===== config.mk =====
export PLATFORM = sky130hd
export DESIGN_NAME = denise_top
export DESIGN_NICKNAME = d
export VERILOG_FILES = /design/src/hw/denise_pkg.sv /design/src/hw/denise_ifs.sv /design/src/hw/color_output.sv /design/src/hw/denise_reg_decode.sv /design/src/hw/denise_top.sv /design/src/hw/playfield_engine.sv
export SDC_FILE = /design/constraint.sdc
export NUM_CORES = 1
export LEC_CHECK = 0
export BUFFER_PORTS_ARGS = -buffer_cell sky130_fd_sc_hd__buf_2
export CORE_MARGIN = 3
export CORE_UTILIZATION = 45
export CTS_CLUSTER_SIZE = 24
export DETAILED_ROUTE_END_ITERATION = 12
export PLACE_DENSITY = 0.72
export SLEW_MARGIN = 15
export SYNTH_ARGS = -nofsm -noshare
export SYNTH_HDL_FRONTEND = slang
export SYNTH_SLANG_ARGS = --single-unit
export TNS_END_PERCENT = 1

===== constraint.sdc =====
create_clock -name clk -period 13.6 [get_ports clk]
set_clock_uncertainty 0.15 [all_clocks]
set_input_delay 4.08 -clock clk [delete_from_list [all_inputs] [get_ports clk]]
set_output_delay 4.08 -clock clk [all_outputs]
set_load 0.02 [all_outputs]

===== src/hw/denise_pkg.sv =====
//////////////////////////////////////////////////
// Denise playfield shared definitions
// Register map, widths, decoded ops and BPLCON state
//////////////////////////////////////////////////

`default_nettype none

package denise_pkg;

  //////////////////////////////////////////////////
  // Bus and datapath widths
  //////////////////////////////////////////////////

  localparam int ADDR_W      = 9;
  localparam int DATA_W      = 16;
  localparam int RGB_W       = 12;
  // One colour component
  localparam int COMP_W      = 4;
  localparam int NUM_PLANES  = 6;
  localparam int PLANE_SEL_W = 3;
  localparam int CLUT_DEPTH  = 32;
  localparam int CLUT_IDX_W  = 5;
  // Top bit is the EHB bit
  localparam int PIX_IDX_W   = 6;
  localparam int LINE_PIXELS = 16;
  localparam int PIX_CNT_W   = 4;

  //////////////////////////////////////////////////
  // Register map, byte addresses
  //////////////////////////////////////////////////

  localparam logic [ADDR_W-1:0] BPLCON0_ADDR = 9'h100;
  localparam logic [ADDR_W-1:0] BPLCON2_ADDR = 9'h104;
  // BPL1DAT..BPL6DAT, stride 2
  localparam logic [ADDR_W-1:0] BPLDAT_BASE  = 9'h110;
  // COLOR00..COLOR31, stride 2
  localparam logic [ADDR_W-1:0] COLOR_BASE   = 9'h180;

  // Field positions in BPLCON0 / BPLCON2
  localparam int BPU_W      = 3;
  localparam int BPU_LSB    = 12;
  localparam int DBLPF_BIT  = 10;
  localparam int PF2PRI_BIT = 6;

  // Decoded register operation
  typedef enum logic [2:0] {
    OP_NONE    = 3'd0,
    OP_BPLCON0 = 3'd1,
    OP_BPLCON2 = 3'd2,
    OP_BPLDAT  = 3'd3,
    OP_COLOR   = 3'd4,
    OP_BAD     = 3'd5
  } reg_op_e;

  // Live playfield control state
  typedef struct packed {
    logic [BPU_W-1:0] bpu;
    logic             dblpf;
    logic             pf2pri;
  } bplcon_t;

endpackage

`default_nettype wire


===== src/hw/denise_ifs.sv =====
//////////////////////////////////////////////////
// Denise internal interfaces
// Register write bus and pixel stream
//////////////////////////////////////////////////

`timescale 1ns/10ps
`default_nettype none

// Decoded register writes, fanned out to the datapath
interface reg_write_if import denise_pkg::*; ();

  logic                  wr_valid;
  reg_op_e               op;
  // Plane or colour number
  logic [CLUT_IDX_W-1:0] sel;
  logic [DATA_W-1:0]     wdata;
  // Current BPLCON state
  bplcon_t               cfg;
  // Colour entry at sel, for register reads
  logic [RGB_W-1:0]      rd_rgb;

  modport ctrl (
    output wr_valid, op, sel, wdata, cfg,
    input  rd_rgb
  );

  modport sink (
    input  wr_valid, op, sel, wdata, cfg,
    output rd_rgb
  );

endinterface

// One pixel per clk, no back-pressure
interface pixel_if import denise_pkg::*; ();

  logic                  pix_valid;
  logic [CLUT_IDX_W-1:0] clut_idx;
  // Extra-half-brite request
  logic                  ehb;

  modport src (output pix_valid, clut_idx, ehb);
  modport dst (input  pix_valid, clut_idx, ehb);

endinterface

`default_nettype wire


===== src/hw/color_output.sv =====
//////////////////////////////////////////////////
// Denise colour table and RGB output
// 32 x 12 CLUT, extra-half-brite, output register
//////////////////////////////////////////////////

`timescale 1ns/10ps
`default_nettype none

module color_output import denise_pkg::*; (
  input  wire              clk,
  input  wire              rst_n,
  reg_write_if.sink        wr,
  pixel_if.dst             pix,
  output logic [RGB_W-1:0] rgb,
  output logic             pix_valid
);

  localparam int NUM_COMP = RGB_W / COMP_W;

  logic [RGB_W-1:0] clut [CLUT_DEPTH];
  logic [RGB_W-1:0] look_rgb;
  logic [RGB_W-1:0] half_rgb;

  //////////////////////////////////////////////////
  // Colour table
  //////////////////////////////////////////////////

  // COLORxx writes, upper nibble of the word dropped
  always_ff @(posedge clk) begin
    if (wr.wr_valid && wr.op == OP_COLOR) begin
      clut[wr.sel] <= wr.wdata[RGB_W-1:0];
    end
  end

  // Register read port
  assign wr.rd_rgb = clut[wr.sel];

  // Pixel lookup port
  assign look_rgb = clut[pix.clut_idx];

  // EHB, each of R, G, B shifted down one
  always_comb begin
    for (int c = 0; c < NUM_COMP; c++) begin
      half_rgb[c*COMP_W +: COMP_W] = look_rgb[c*COMP_W +: COMP_W] >> 1;
    end
  end

  //////////////////////////////////////////////////
  // Output register
  //////////////////////////////////////////////////

  always_ff @(posedge clk) begin
    if (!rst_n) begin
      rgb       <= '0;
      pix_valid <= 1'b0;
    end else begin
      pix_valid <= pix.pix_valid;
      if (!pix.pix_valid) begin
        // Black between lines
        rgb <= '0;
      end else if (pix.ehb) begin
        rgb <= half_rgb;
      end else begin
        rgb <= look_rgb;
      end
    end
  end

endmodule

`default_nettype wire


===== src/hw/denise_reg_decode.sv =====
//////////////////////////////////////////////////
// Denise APB register decoder
// Zero wait state slave, BPLCON state and read mux
//////////////////////////////////////////////////

`timescale 1ns/10ps
`default_nettype none

module denise_reg_decode import denise_pkg::*; (
  input  wire                clk,
  input  wire                rst_n,
  input  wire [ADDR_W-1:0]   paddr,
  input  wire                psel,
  input  wire                penable,
  input  wire                pwrite,
  input  wire [DATA_W-1:0]   pwdata,
  output logic [DATA_W-1:0]  prdata,
  output logic               pready,
  output logic               pslverr,
  reg_write_if.ctrl          wr
);

  reg_op_e               op;
  logic [CLUT_IDX_W-1:0] sel;
  logic                  access;
  bplcon_t               cfg_q;
  logic [DATA_W-1:0]     rd_word;

  // Access phase of a transfer
  assign access = psel && penable;
  // No wait states
  assign pready = access;

  //////////////////////////////////////////////////
  // Address decode
  //////////////////////////////////////////////////

  always_comb begin
    op  = OP_BAD;
    sel = '0;
    if (!psel) begin
      op = OP_NONE;
    end else if (paddr == BPLCON0_ADDR) begin
      op = OP_BPLCON0;
    end else if (paddr == BPLCON2_ADDR) begin
      op = OP_BPLCON2;
    end else if (paddr[ADDR_W-1:4] == BPLDAT_BASE[ADDR_W-1:4] && !paddr[0] &&
                 paddr[3:1] < PLANE_SEL_W'(NUM_PLANES)) begin
      // BPL1DAT..BPL6DAT, word aligned
      op  = OP_BPLDAT;
      sel = CLUT_IDX_W'(paddr[3:1]);
    end else if (paddr[ADDR_W-1:6] == COLOR_BASE[ADDR_W-1:6] && !paddr[0]) begin
      op  = OP_COLOR;
      sel = paddr[5:1];
    end
  end

  // Unmapped, or a read of a write-only data register
  assign pslverr = access && (op == OP_BAD || (!pwrite && op == OP_BPLDAT));

  //////////////////////////////////////////////////
  // Write strobe to the datapath
  //////////////////////////////////////////////////

  assign wr.wr_valid = access && pwrite && op != OP_NONE && op != OP_BAD;
  assign wr.op       = op;
  assign wr.sel      = sel;
  assign wr.wdata    = pwdata;
  assign wr.cfg      = cfg_q;

  // BPLCON0 and BPLCON2 fields
  always_ff @(posedge clk) begin
    if (!rst_n) begin
      cfg_q <= '0;
    end else if (wr.wr_valid) begin
      if (op == OP_BPLCON0) begin
        cfg_q.bpu   <= pwdata[BPU_LSB +: BPU_W];
        cfg_q.dblpf <= pwdata[DBLPF_BIT];
      end else if (op == OP_BPLCON2) begin
        cfg_q.pf2pri <= pwdata[PF2PRI_BIT];
      end
    end
  end

  //////////////////////////////////////////////////
  // Read data
  //////////////////////////////////////////////////

  always_comb begin
    rd_word = '0;
    case (op)
      OP_BPLCON0: begin
        rd_word[BPU_LSB +: BPU_W] = cfg_q.bpu;
        rd_word[DBLPF_BIT]        = cfg_q.dblpf;
      end
      OP_BPLCON2: rd_word[PF2PRI_BIT] = cfg_q.pf2pri;
      // Colour entry straight from the table
      OP_COLOR:   rd_word[RGB_W-1:0]  = wr.rd_rgb;
      default:    rd_word = '0;
    endcase
  end

  // Only driven during a read access
  assign prdata = (access && !pwrite) ? rd_word : '0;

endmodule

`default_nettype wire


===== src/hw/denise_top.sv =====
//////////////////////////////////////////////////
// Denise playfield top level
// APB registers in, 12-bit RGB pixels out
//////////////////////////////////////////////////

`timescale 1ns/10ps
`default_nettype none

module denise_top import denise_pkg::*; (
  input  wire                clk,
  input  wire                rst_n,
  // APB slave
  input  wire [ADDR_W-1:0]   paddr,
  input  wire                psel,
  input  wire                penable,
  input  wire                pwrite,
  input  wire [DATA_W-1:0]   pwdata,
  output logic [DATA_W-1:0]  prdata,
  output logic               pready,
  output logic               pslverr,
  // Video
  output logic [RGB_W-1:0]   rgb,
  output logic               pix_valid
);

  // Register writes, decoder to datapath
  reg_write_if wr_bus ();
  // Pixel stream, engine to colour stage
  pixel_if     pix_bus ();

  //////////////////////////////////////////////////
  // Register decode
  //////////////////////////////////////////////////

  denise_reg_decode reg_decode_inst (
    .clk     (clk),
    .rst_n   (rst_n),
    .paddr   (paddr),
    .psel    (psel),
    .penable (penable),
    .pwrite  (pwrite),
    .pwdata  (pwdata),
    .prdata  (prdata),
    .pready  (pready),
    .pslverr (pslverr),
    .wr      (wr_bus.ctrl)
  );

  //////////////////////////////////////////////////
  // Datapath
  //////////////////////////////////////////////////

  // Shifters and priority, pixel 0 one cycle after the BPL1DAT write
  playfield_engine playfield_engine_inst (
    .clk   (clk),
    .rst_n (rst_n),
    .wr    (wr_bus.sink),
    .pix   (pix_bus.src)
  );

  // CLUT lookup and output register
  color_output color_output_inst (
    .clk       (clk),
    .rst_n     (rst_n),
    .wr        (wr_bus.sink),
    .pix       (pix_bus.dst),
    .rgb       (rgb),
    .pix_valid (pix_valid)
  );

endmodule

`default_nettype wire


===== src/hw/playfield_engine.sv =====
//////////////////////////////////////////////////
// Denise bitplane shifters and playfield priority
// Six plane latches, 16 pixel line, single/dual PF
//////////////////////////////////////////////////

`timescale 1ns/10ps
`default_nettype none

module playfield_engine import denise_pkg::*; (
  input  wire       clk,
  input  wire       rst_n,
  reg_write_if.sink wr,
  pixel_if.src      pix
);

  localparam logic [PIX_CNT_W-1:0] LAST_PIX = PIX_CNT_W'(LINE_PIXELS - 1);

  // Planes 2..6, plane 1 goes straight into its shifter
  logic [DATA_W-1:0]     bpl_dat  [1:NUM_PLANES-1];
  logic [DATA_W-1:0]     load_dat [NUM_PLANES];
  logic [DATA_W-1:0]     shift_q  [NUM_PLANES];
  logic [NUM_PLANES-1:0] plane_en;
  logic [NUM_PLANES-1:0] plane_bit;
  logic [PIX_CNT_W-1:0]  cnt_q;
  logic                  active_q;
  logic                  load;
  logic [2:0]            pf1_val;
  logic [2:0]            pf2_val;
  logic [PIX_IDX_W-1:0]  pix_idx;

  // BPL1DAT write starts (or restarts) a line
  assign load = wr.wr_valid && wr.op == OP_BPLDAT && wr.sel == '0;

  //////////////////////////////////////////////////
  // Data latches and shifters
  //////////////////////////////////////////////////

  always_ff @(posedge clk) begin
    if (wr.wr_valid && wr.op == OP_BPLDAT && wr.sel != '0) begin
      bpl_dat[wr.sel[PLANE_SEL_W-1:0]] <= wr.wdata;
    end
  end

  // Planes at or above BPU read as zero
  always_comb begin
    for (int p = 0; p < NUM_PLANES; p++) begin
      plane_en[p] = PLANE_SEL_W'(p) < wr.cfg.bpu;
    end
    load_dat[0] = wr.wdata & {DATA_W{plane_en[0]}};
    for (int p = 1; p < NUM_PLANES; p++) begin
      load_dat[p] = bpl_dat[p] & {DATA_W{plane_en[p]}};
    end
  end

  // MSB first, one pixel per clk
  always_ff @(posedge clk) begin
    if (load) begin
      shift_q <= load_dat;
    end else if (active_q) begin
      for (int p = 0; p < NUM_PLANES; p++) begin
        shift_q[p] <= {shift_q[p][DATA_W-2:0], 1'b0};
      end
    end
  end

  // Pixel counter
  always_ff @(posedge clk) begin
    if (!rst_n) begin
      active_q <= 1'b0;
      cnt_q    <= '0;
    end else if (load) begin
      active_q <= 1'b1;
      cnt_q    <= '0;
    end else if (active_q) begin
      cnt_q <= cnt_q + 1'b1;
      if (cnt_q == LAST_PIX) begin
        active_q <= 1'b0;
      end
    end
  end

  //////////////////////////////////////////////////
  // Playfield priority
  //////////////////////////////////////////////////

  always_comb begin
    for (int p = 0; p < NUM_PLANES; p++) begin
      plane_bit[p] = shift_q[p][DATA_W-1];
    end
    // PF1 on odd planes, PF2 on even planes (1-based)
    pf1_val = {plane_bit[4], plane_bit[2], plane_bit[0]};
    pf2_val = {plane_bit[5], plane_bit[3], plane_bit[1]};

    if (!wr.cfg.dblpf) begin
      // Single playfield, bit 5 means EHB only with all six planes
      pix_idx = {plane_bit[5] && wr.cfg.bpu == BPU_W'(NUM_PLANES), plane_bit[4:0]};
    end else if (pf2_val != '0 && (pf1_val == '0 || wr.cfg.pf2pri)) begin
      // PF2 uses entries 8..15
      pix_idx = {3'b001, pf2_val};
    end else begin
      // PF1, or colour 0 when both are clear
      pix_idx = {3'b000, pf1_val};
    end
  end

  assign pix.pix_valid = active_q;
  assign pix.clut_idx  = pix_idx[CLUT_IDX_W-1:0];
  assign pix.ehb       = pix_idx[PIX_IDX_W-1];

endmodule

`default_nettype wire


* Word level (Yosys, flattened, before mapping)
Memories as Yosys holds them, arrays and structs flattened.
Cells that the tools add are included.
** Word-level totals
- Output and inout bits :: 31
- Memories kept :: 2
- Memory bits (writable) :: 464
- Register bits :: 119
- Input port bits :: 30
- Word-level logic and storage cells :: 105
** Memory list
- color_output_inst.clut :: depth 32, width 12, rd ports 2, clocked after Yosys merged registers in 0, write ports 1, RTL line color_output.sv:20 : logic [RGB_W-1:0] clut [CLUT_DEPTH];
- playfield_engine_inst.bpl_dat :: depth 5, width 16, rd ports 5, clocked after Yosys merged registers in 0, write ports 1, RTL line playfield_engine.sv:19 : logic [DATA_W-1:0] bpl_dat [1:NUM_PLANES-1];
** Operators by class
- Mux-type cells :: 29
- Reduce and logical (&&, ||, !) cells :: 31
- Add/sub/neg operators :: 1
- Bitwise gates (word level) :: 9
- Equal/unequal tests :: 12
- Order comparisons :: 7
** Operators with widths (number)
- $mux 96 :: 2
- $and 16x16->16 :: 6
- $mux 5 :: 5
- $eq 9x9->1 const B :: 2
- $mux 3 :: 6
- $logic_and 1x1->1 :: 16
- $mux 15 :: 1
- $eq 3x3->1 const B :: 4
- $mux 6 :: 2
- $mux 11 :: 1
- $mux 1 :: 9
- $eq 3x2->1 const B :: 2
- $lt 1x3->1 const A :: 2
- $lt 2x3->1 const A :: 2
- $lt 3x3->1 const A :: 2
- $reduce_bool 3->1 :: 2
- $eq 5x5->1 const B :: 1
- $logic_not 5->1 :: 1
- $reduce_bool 5->1 :: 1
- $add 4x1->4 const B :: 1
- $eq 4x4->1 const B :: 1
- $mux 4 :: 1
- $pmux 1 s2 :: 2
- $reduce_and 2->1 :: 2
- other kinds (11) :: 15

* Logic depth before layout (Yosys ltp)
- Word-level depth :: 14
- Gate-level depth with buffers :: 13
- Depth with buffers taken out :: 8

* Least setup slack after synthesis
OpenSTA, ideal clock, no wires.
- Path kind :: input-to-output
- Start :: input port paddr[4]
- End :: output port prdata[2]
- Slack :: 2815 ps
- Cell stages on the path :: 10
- Data arrival time :: 6555 ps
- Data required time :: 9370 ps
- Buffers on the path :: 3
- Cell sequence :: buf_4 nor2b_1 a21oi_1 nor2_1 buf_2 buf_4 nand3_1 o2111ai_1 nand2_1 a2111oi_0
** Between the ends
- Longest elaborated chain between the ends :: 10
- Elaborated cells between the ends (all ways) :: 18
- Those cells by class :: eq/ne: 4; mux: 11; reduce/logical: 2; memory: 1
** Ends and longest elaborated chain
- start: declaration :: RTL line denise_top.sv:13 : input wire [ADDR_W-1:0] paddr,
- $eq 5x5->1 :: RTL line denise_reg_decode.sv:47 : end else if (paddr[ADDR_W-1:4] == BPLDAT_BASE[ADDR_W-1:4] && !paddr[0] &&
- $logic_and 1x1->1 (2 in a row) :: RTL line denise_reg_decode.sv:47
- $mux 5 / $mux 3 (equally long branches) :: RTL line denise_reg_decode.sv:47
- $mux 5 / $mux 3 (equally long branches) :: RTL line denise_reg_decode.sv:45 : end else if (paddr == BPLCON2_ADDR) begin
- $mux 5 / $mux 3 (equally long branches) :: RTL line denise_reg_decode.sv:43 : end else if (paddr == BPLCON0_ADDR) begin
- $mux 5 / $mux 3 (equally long branches) :: RTL line denise_reg_decode.sv:41 : if (!psel) begin
- $mem_v2 32x12 / $eq 3x3->1 (equally long branches)
- $mux 6 * :: RTL line denise_reg_decode.sv:91 : case (op)
- $mux 15 * :: RTL line denise_reg_decode.sv:104 : assign prdata = (access && !pwrite) ? rd_word : '0;
- end: declaration :: RTL line denise_top.sv:18 : output logic [DATA_W-1:0] prdata,
Every way passes the cells marked *; elsewhere a longest branch is shown, timed or not.

* Final worst setup path
- Start :: input port paddr[6]
- End :: output port prdata[4]
** Between the ends
- Longest elaborated chain between the ends :: 10
- Elaborated cells between the ends (all ways) :: 21
- Those cells by class :: eq/ne: 5; mux: 12; reduce/logical: 3; memory: 1
** Ends and longest elaborated chain
- $eq 3x3->1 / $eq 5x5->1 (equally long branches) :: RTL line denise_reg_decode.sv:52, denise_reg_decode.sv:47
- $logic_and 1x1->1, on equally long branches :: RTL line denise_reg_decode.sv:52, denise_reg_decode.sv:47
- $mux 5, or another cell as far along :: RTL line denise_reg_decode.sv:52 : end else if (paddr[ADDR_W-1:6] == COLOR_BASE[ADDR_W-1:6] && !paddr[0]) begin
- $mux 5 / $mux 3 (equally long branches) :: RTL line denise_reg_decode.sv:47
- $mux 5 / $mux 3 (equally long branches) :: RTL line denise_reg_decode.sv:45
- $mux 5 / $mux 3 (equally long branches) :: RTL line denise_reg_decode.sv:43
- $mux 5 / $mux 3 (equally long branches) :: RTL line denise_reg_decode.sv:41
- $mem_v2 32x12 / $eq 3x3->1 (equally long branches)
- $mux 6 * :: RTL line denise_reg_decode.sv:91
- $mux 15 * :: RTL line denise_reg_decode.sv:104
Marked as above.

==> parameters.txt <==
Parameter                              Value

Floorplan
  Io pins    61
  Height of the die    250.0 µm
  Initial Utilization    0.4600
  Number of core rows    88
  Die area    62,500 µm²
  Horizontal die dimension    250.0 µm
  Core Region    58,250 µm²

Route
  Number of DRC markers after the initial detailed-route iteration    3,483
  Vias per Instance    6.459
  Total vias in the final route    20,490
  First-pass detailed-route iteration total    6
  WL final    86,320 µm
  Final routed DRC violation total    0
  Final routed wire length divided by cell count    27.21 µm
  Final antenna-violating net count    0

Setup path
  Crit Path Category    in2out
  Critical path endpoint category    output port
  Cell occurring most often along the worst timing path    sky130_fd_sc_hd__buf_2
  Worst path cell trace    buf_2, nor3b_1, nand2_1, nor2_4, buf_4, o221ai_1, a22oi_1, o2111ai_1, a211oi_1, buf_2
  Launching element of the worst setup path    paddr[6]
  Slowest library cell on the worst path    sky130_fd_sc_hd__nor2_4
  R2r startpoint    reg_decode_inst.wr.cfg[1]
  Largest fanout on the critical path    32
  Worst Setup Start Kind    input port
  Data arrival time of the worst path    7.81 ns
  Delay of the slowest cell on the worst path    0.79 ns
  FF-to-FF setup slack    9.12 ns
  Depth of the most critical reg-to-reg path    10
  Reg-to-reg endpoint    color_output_inst.rgb[0]
  WP data required    9.37 ns
  Capturing element of the worst setup path    prdata[4]

Logic synthesis
  Flops & latches, synth    583
  Top cell type by total area after synthesis    sky130_fd_sc_hd__edfxtp_1
  Portion of synthesized cell area occupied by the leading cell type    0.6277
  Net count of the mapped netlist    2,374
  Top cells by area in the synthesized netlist    sky130_fd_sc_hd__edfxtp_1, sky130_fd_sc_hd__nand2_1, sky130_fd_sc_hd__nand3_1
  Syn avg cell area    11.43 µm²
  YS warnings    0
  Async set-or-reset flop fraction in the synthesized netlist    0
  Area of the mapped netlist    26,790 µm²
  Count of distinct cell types in the synthesized netlist    76
  Number of enable-type register cells in the synthesized netlist    560
  Sequential cell area fraction in the yosys report    0.6449
  Dominant synthesized flop cell    sky130_fd_sc_hd__edfxtp_1
  Count of mapped cells out of synthesis    2,343

Run
  Total of max-cap violations    0

Clock network
  Clock latency reported for the late side of the worst-skew pair    0.63 ns
  CTS tree    done
  Number of buffers added for setup after CTS    0
  Cell at the root of the clock tree    sky130_fd_sc_hd__clkbuf_16
  Resized cells post-CTS    0
  Clock-pin transition on the worst setup and hold timing paths    0.06 ns
  Clock tree buffer depth    3
  Quantity of hold-fixing buffers added after cts    0
  Number of buffers inserted during clock tree synthesis    59
  CTS H-tree lvls    2
  Sinks on Clock Net    583

Finish
  Signed area change from the synthesized netlist to the final layout    11.50%
  Layout Cells excl Fill    3,172
  Most common library cell in the layout ignoring fill and taps    sky130_fd_sc_hd__nand2_1
  Share of post-route cells with drive strength above 1    0.1160
  Layout net count    2,388
  Fillers    4,895
  Commonest cells after routing, fill and taps aside    sky130_fd_sc_hd__nand2_1, sky130_fd_sc_hd__edfxtp_1, sky130_fd_sc_hd__nand3_1

Power and ir drop
  Clock Power Share    0.445
  PnR Total Power    0.003748 W
  Fraction of power spent switching nets    0.2109
  PD cells    125.5 nW/µm²
  Combinational share of power    0.031
  Net switching component of the power    0.0007905 W
  Worst voltage drop across the vdd grid    0.1080 mV
  Portion of total power attributed to sequential cells    0.524
  Leakage power    10.42 nW
  Cell internal pwr    0.002957 W

Timing
  Time the final worst path needs with I/O delays and setup    12.04 ns
  Setup Total Neg Slack    0 ns
  Slack of the critical path    1.558 ns
  Final period utilization    0.8855
  Pins over their slew limit    0
  Worst hold margin    0.3552 ns
  Transition time of the tightest slew-check pin    1.200 ns
  Top achievable clock speed    83.04 MHz
  Remaining max-slew budget at the tightest pin    0.1973
  Final Hold Vio Count    0
  RSZ-0062 raised after global routing    false
  Total of endpoints with negative setup slack in the final report    0

Placement
  Count of buffers from port buffering    59
  Placed insts    3,061
  Dpl ws    1.582 ns
  Half-perimeter wire length of the detailed placement result    53,390 µm
  Global placement routability congestion    0.9486

Min path
  Path category of the worst min-delay check    reg2reg

Global routing
  Antenna violations before repair    3
  Aggregate global routing overflow    0
  Largest net degree at the start of global routing    181
  First-pass GRT wire length    126,300 µm
  Overall routing resource usage    0.2676
  Via count of the first global-routing pass    19,150

Outcome
  Status    completed
-- worst max-delay path: cells and delay by family --
family,cells,cell delay [ns]
buffers and inverters,3,0.88
AOI/OAI and AO/OA,4,1.20
and+or+nand+nor,3,1.61
-- power groups by stage --
stage          clock network, W  logic (W)  registers [W]
4_1_cts                 0.00169   0.000114        0.00196
3_5_place_dp                  0   0.000114        0.00200
5_1_grt                 0.00176   0.000121        0.00196
2_1_floorplan                 0  0.0000539        0.00200
3_3_place_gp                  0   0.000111        0.00200
6_report                0.00167   0.000117        0.00196
-- metal layers --
metal / vias to the layer above / global-route usage / share of wire
met4: 2 / 0.1202 / 0.053
met2: 1562 / 0.4069 / 0.44
met1: 9906 / 0.3753 / 0.38
li1: 8764 / - / -
met5: - / 0.002317 / 0.00027
met3: 254 / 0.05075 / 0.12
-- cells by family after synthesis --
family          count (synthesis)  share of synthesized area
other cells                     1                  0.0001400
xor+xnor                        3                  0.0009809
compound gates                345                    0.09168
buf+inv                       184                    0.02998
flops                         583                     0.6449
mux                           112                    0.05035
simple gates                 1114                     0.1815
fa+ha+maj                       1                  0.0004670
-- sequential cells by signal, summed over array words and instances, names as in the netlist --
signal / flops
playfield_engine_inst.shift_q: 90
reg_decode_inst.wr.cfg: 5
color_output_inst.pix_valid: 1
color_output_inst.rgb: 12
playfield_engine_inst.pf1_val: 3
playfield_engine_inst.pix.pix_valid: 1
color_output_inst.clut: 384
playfield_engine_inst.pf2_val: 3
playfield_engine_inst.cnt_q: 4
playfield_engine_inst.bpl_dat: 80
-- stage by stage --
step / cell area [µm²] / utilization
global placement: 27870 / 0.4784
finish: 29870 / 0.5129
detailed placement: 27880 / 0.4786
floorplan: 26790 / -
CTS: 29870 / 0.5128
global route: 29870 / 0.5129
-- cell usage after synthesis, drive strengths merged, types with 50 or more instances --
master,count
a21oi,50
buf,83
clkbuf,79
edfxtp,560
mux2i,77
nand2,568
nand3,296
nor2,131
o21ai,53
o221ai,64
-- worst min-delay path by stage --
stage | startpoint | endpoint | cells past startpoint | slack, ns
6_report | playfield_engine_inst.shift_q[4] | playfield_engine_inst.shift_q[5] | 2 | 0.36
3_3_place_gp | playfield_engine_inst.shift_q[82] | playfield_engine_inst.shift_q[83] | 2 | 0.33
4_1_cts | playfield_engine_inst.shift_q[48] | playfield_engine_inst.shift_q[49] | 2 | 0.36
3_5_place_dp | playfield_engine_inst.shift_q[28] | playfield_engine_inst.shift_q[29] | 2 | 0.34
5_1_grt | playfield_engine_inst.shift_q[38] | playfield_engine_inst.shift_q[39] | 2 | 0.37
2_1_floorplan | playfield_engine_inst.cnt_q[3] | playfield_engine_inst.cnt_q[3] | 2 | 0.33
-- final cells by class --
class / count / area, µm² / area share
flip-flops and latches: 583 / 17280 / 0.5783
multi-input cells: 1576 / 8821 / 0.2953
clock buffers: 75 / 1607 / 0.05378
well taps: 765 / 957.2 / 0.03204
repair buffers: 115 / 739.5 / 0.02475
clock inverters: 35 / 386.6 / 0.01294
inverters: 22 / 82.58 / 0.002764
diodes: 1 / 2.502 / 0.00008377
Note: power is estimated with default switching activity, not from simulation.
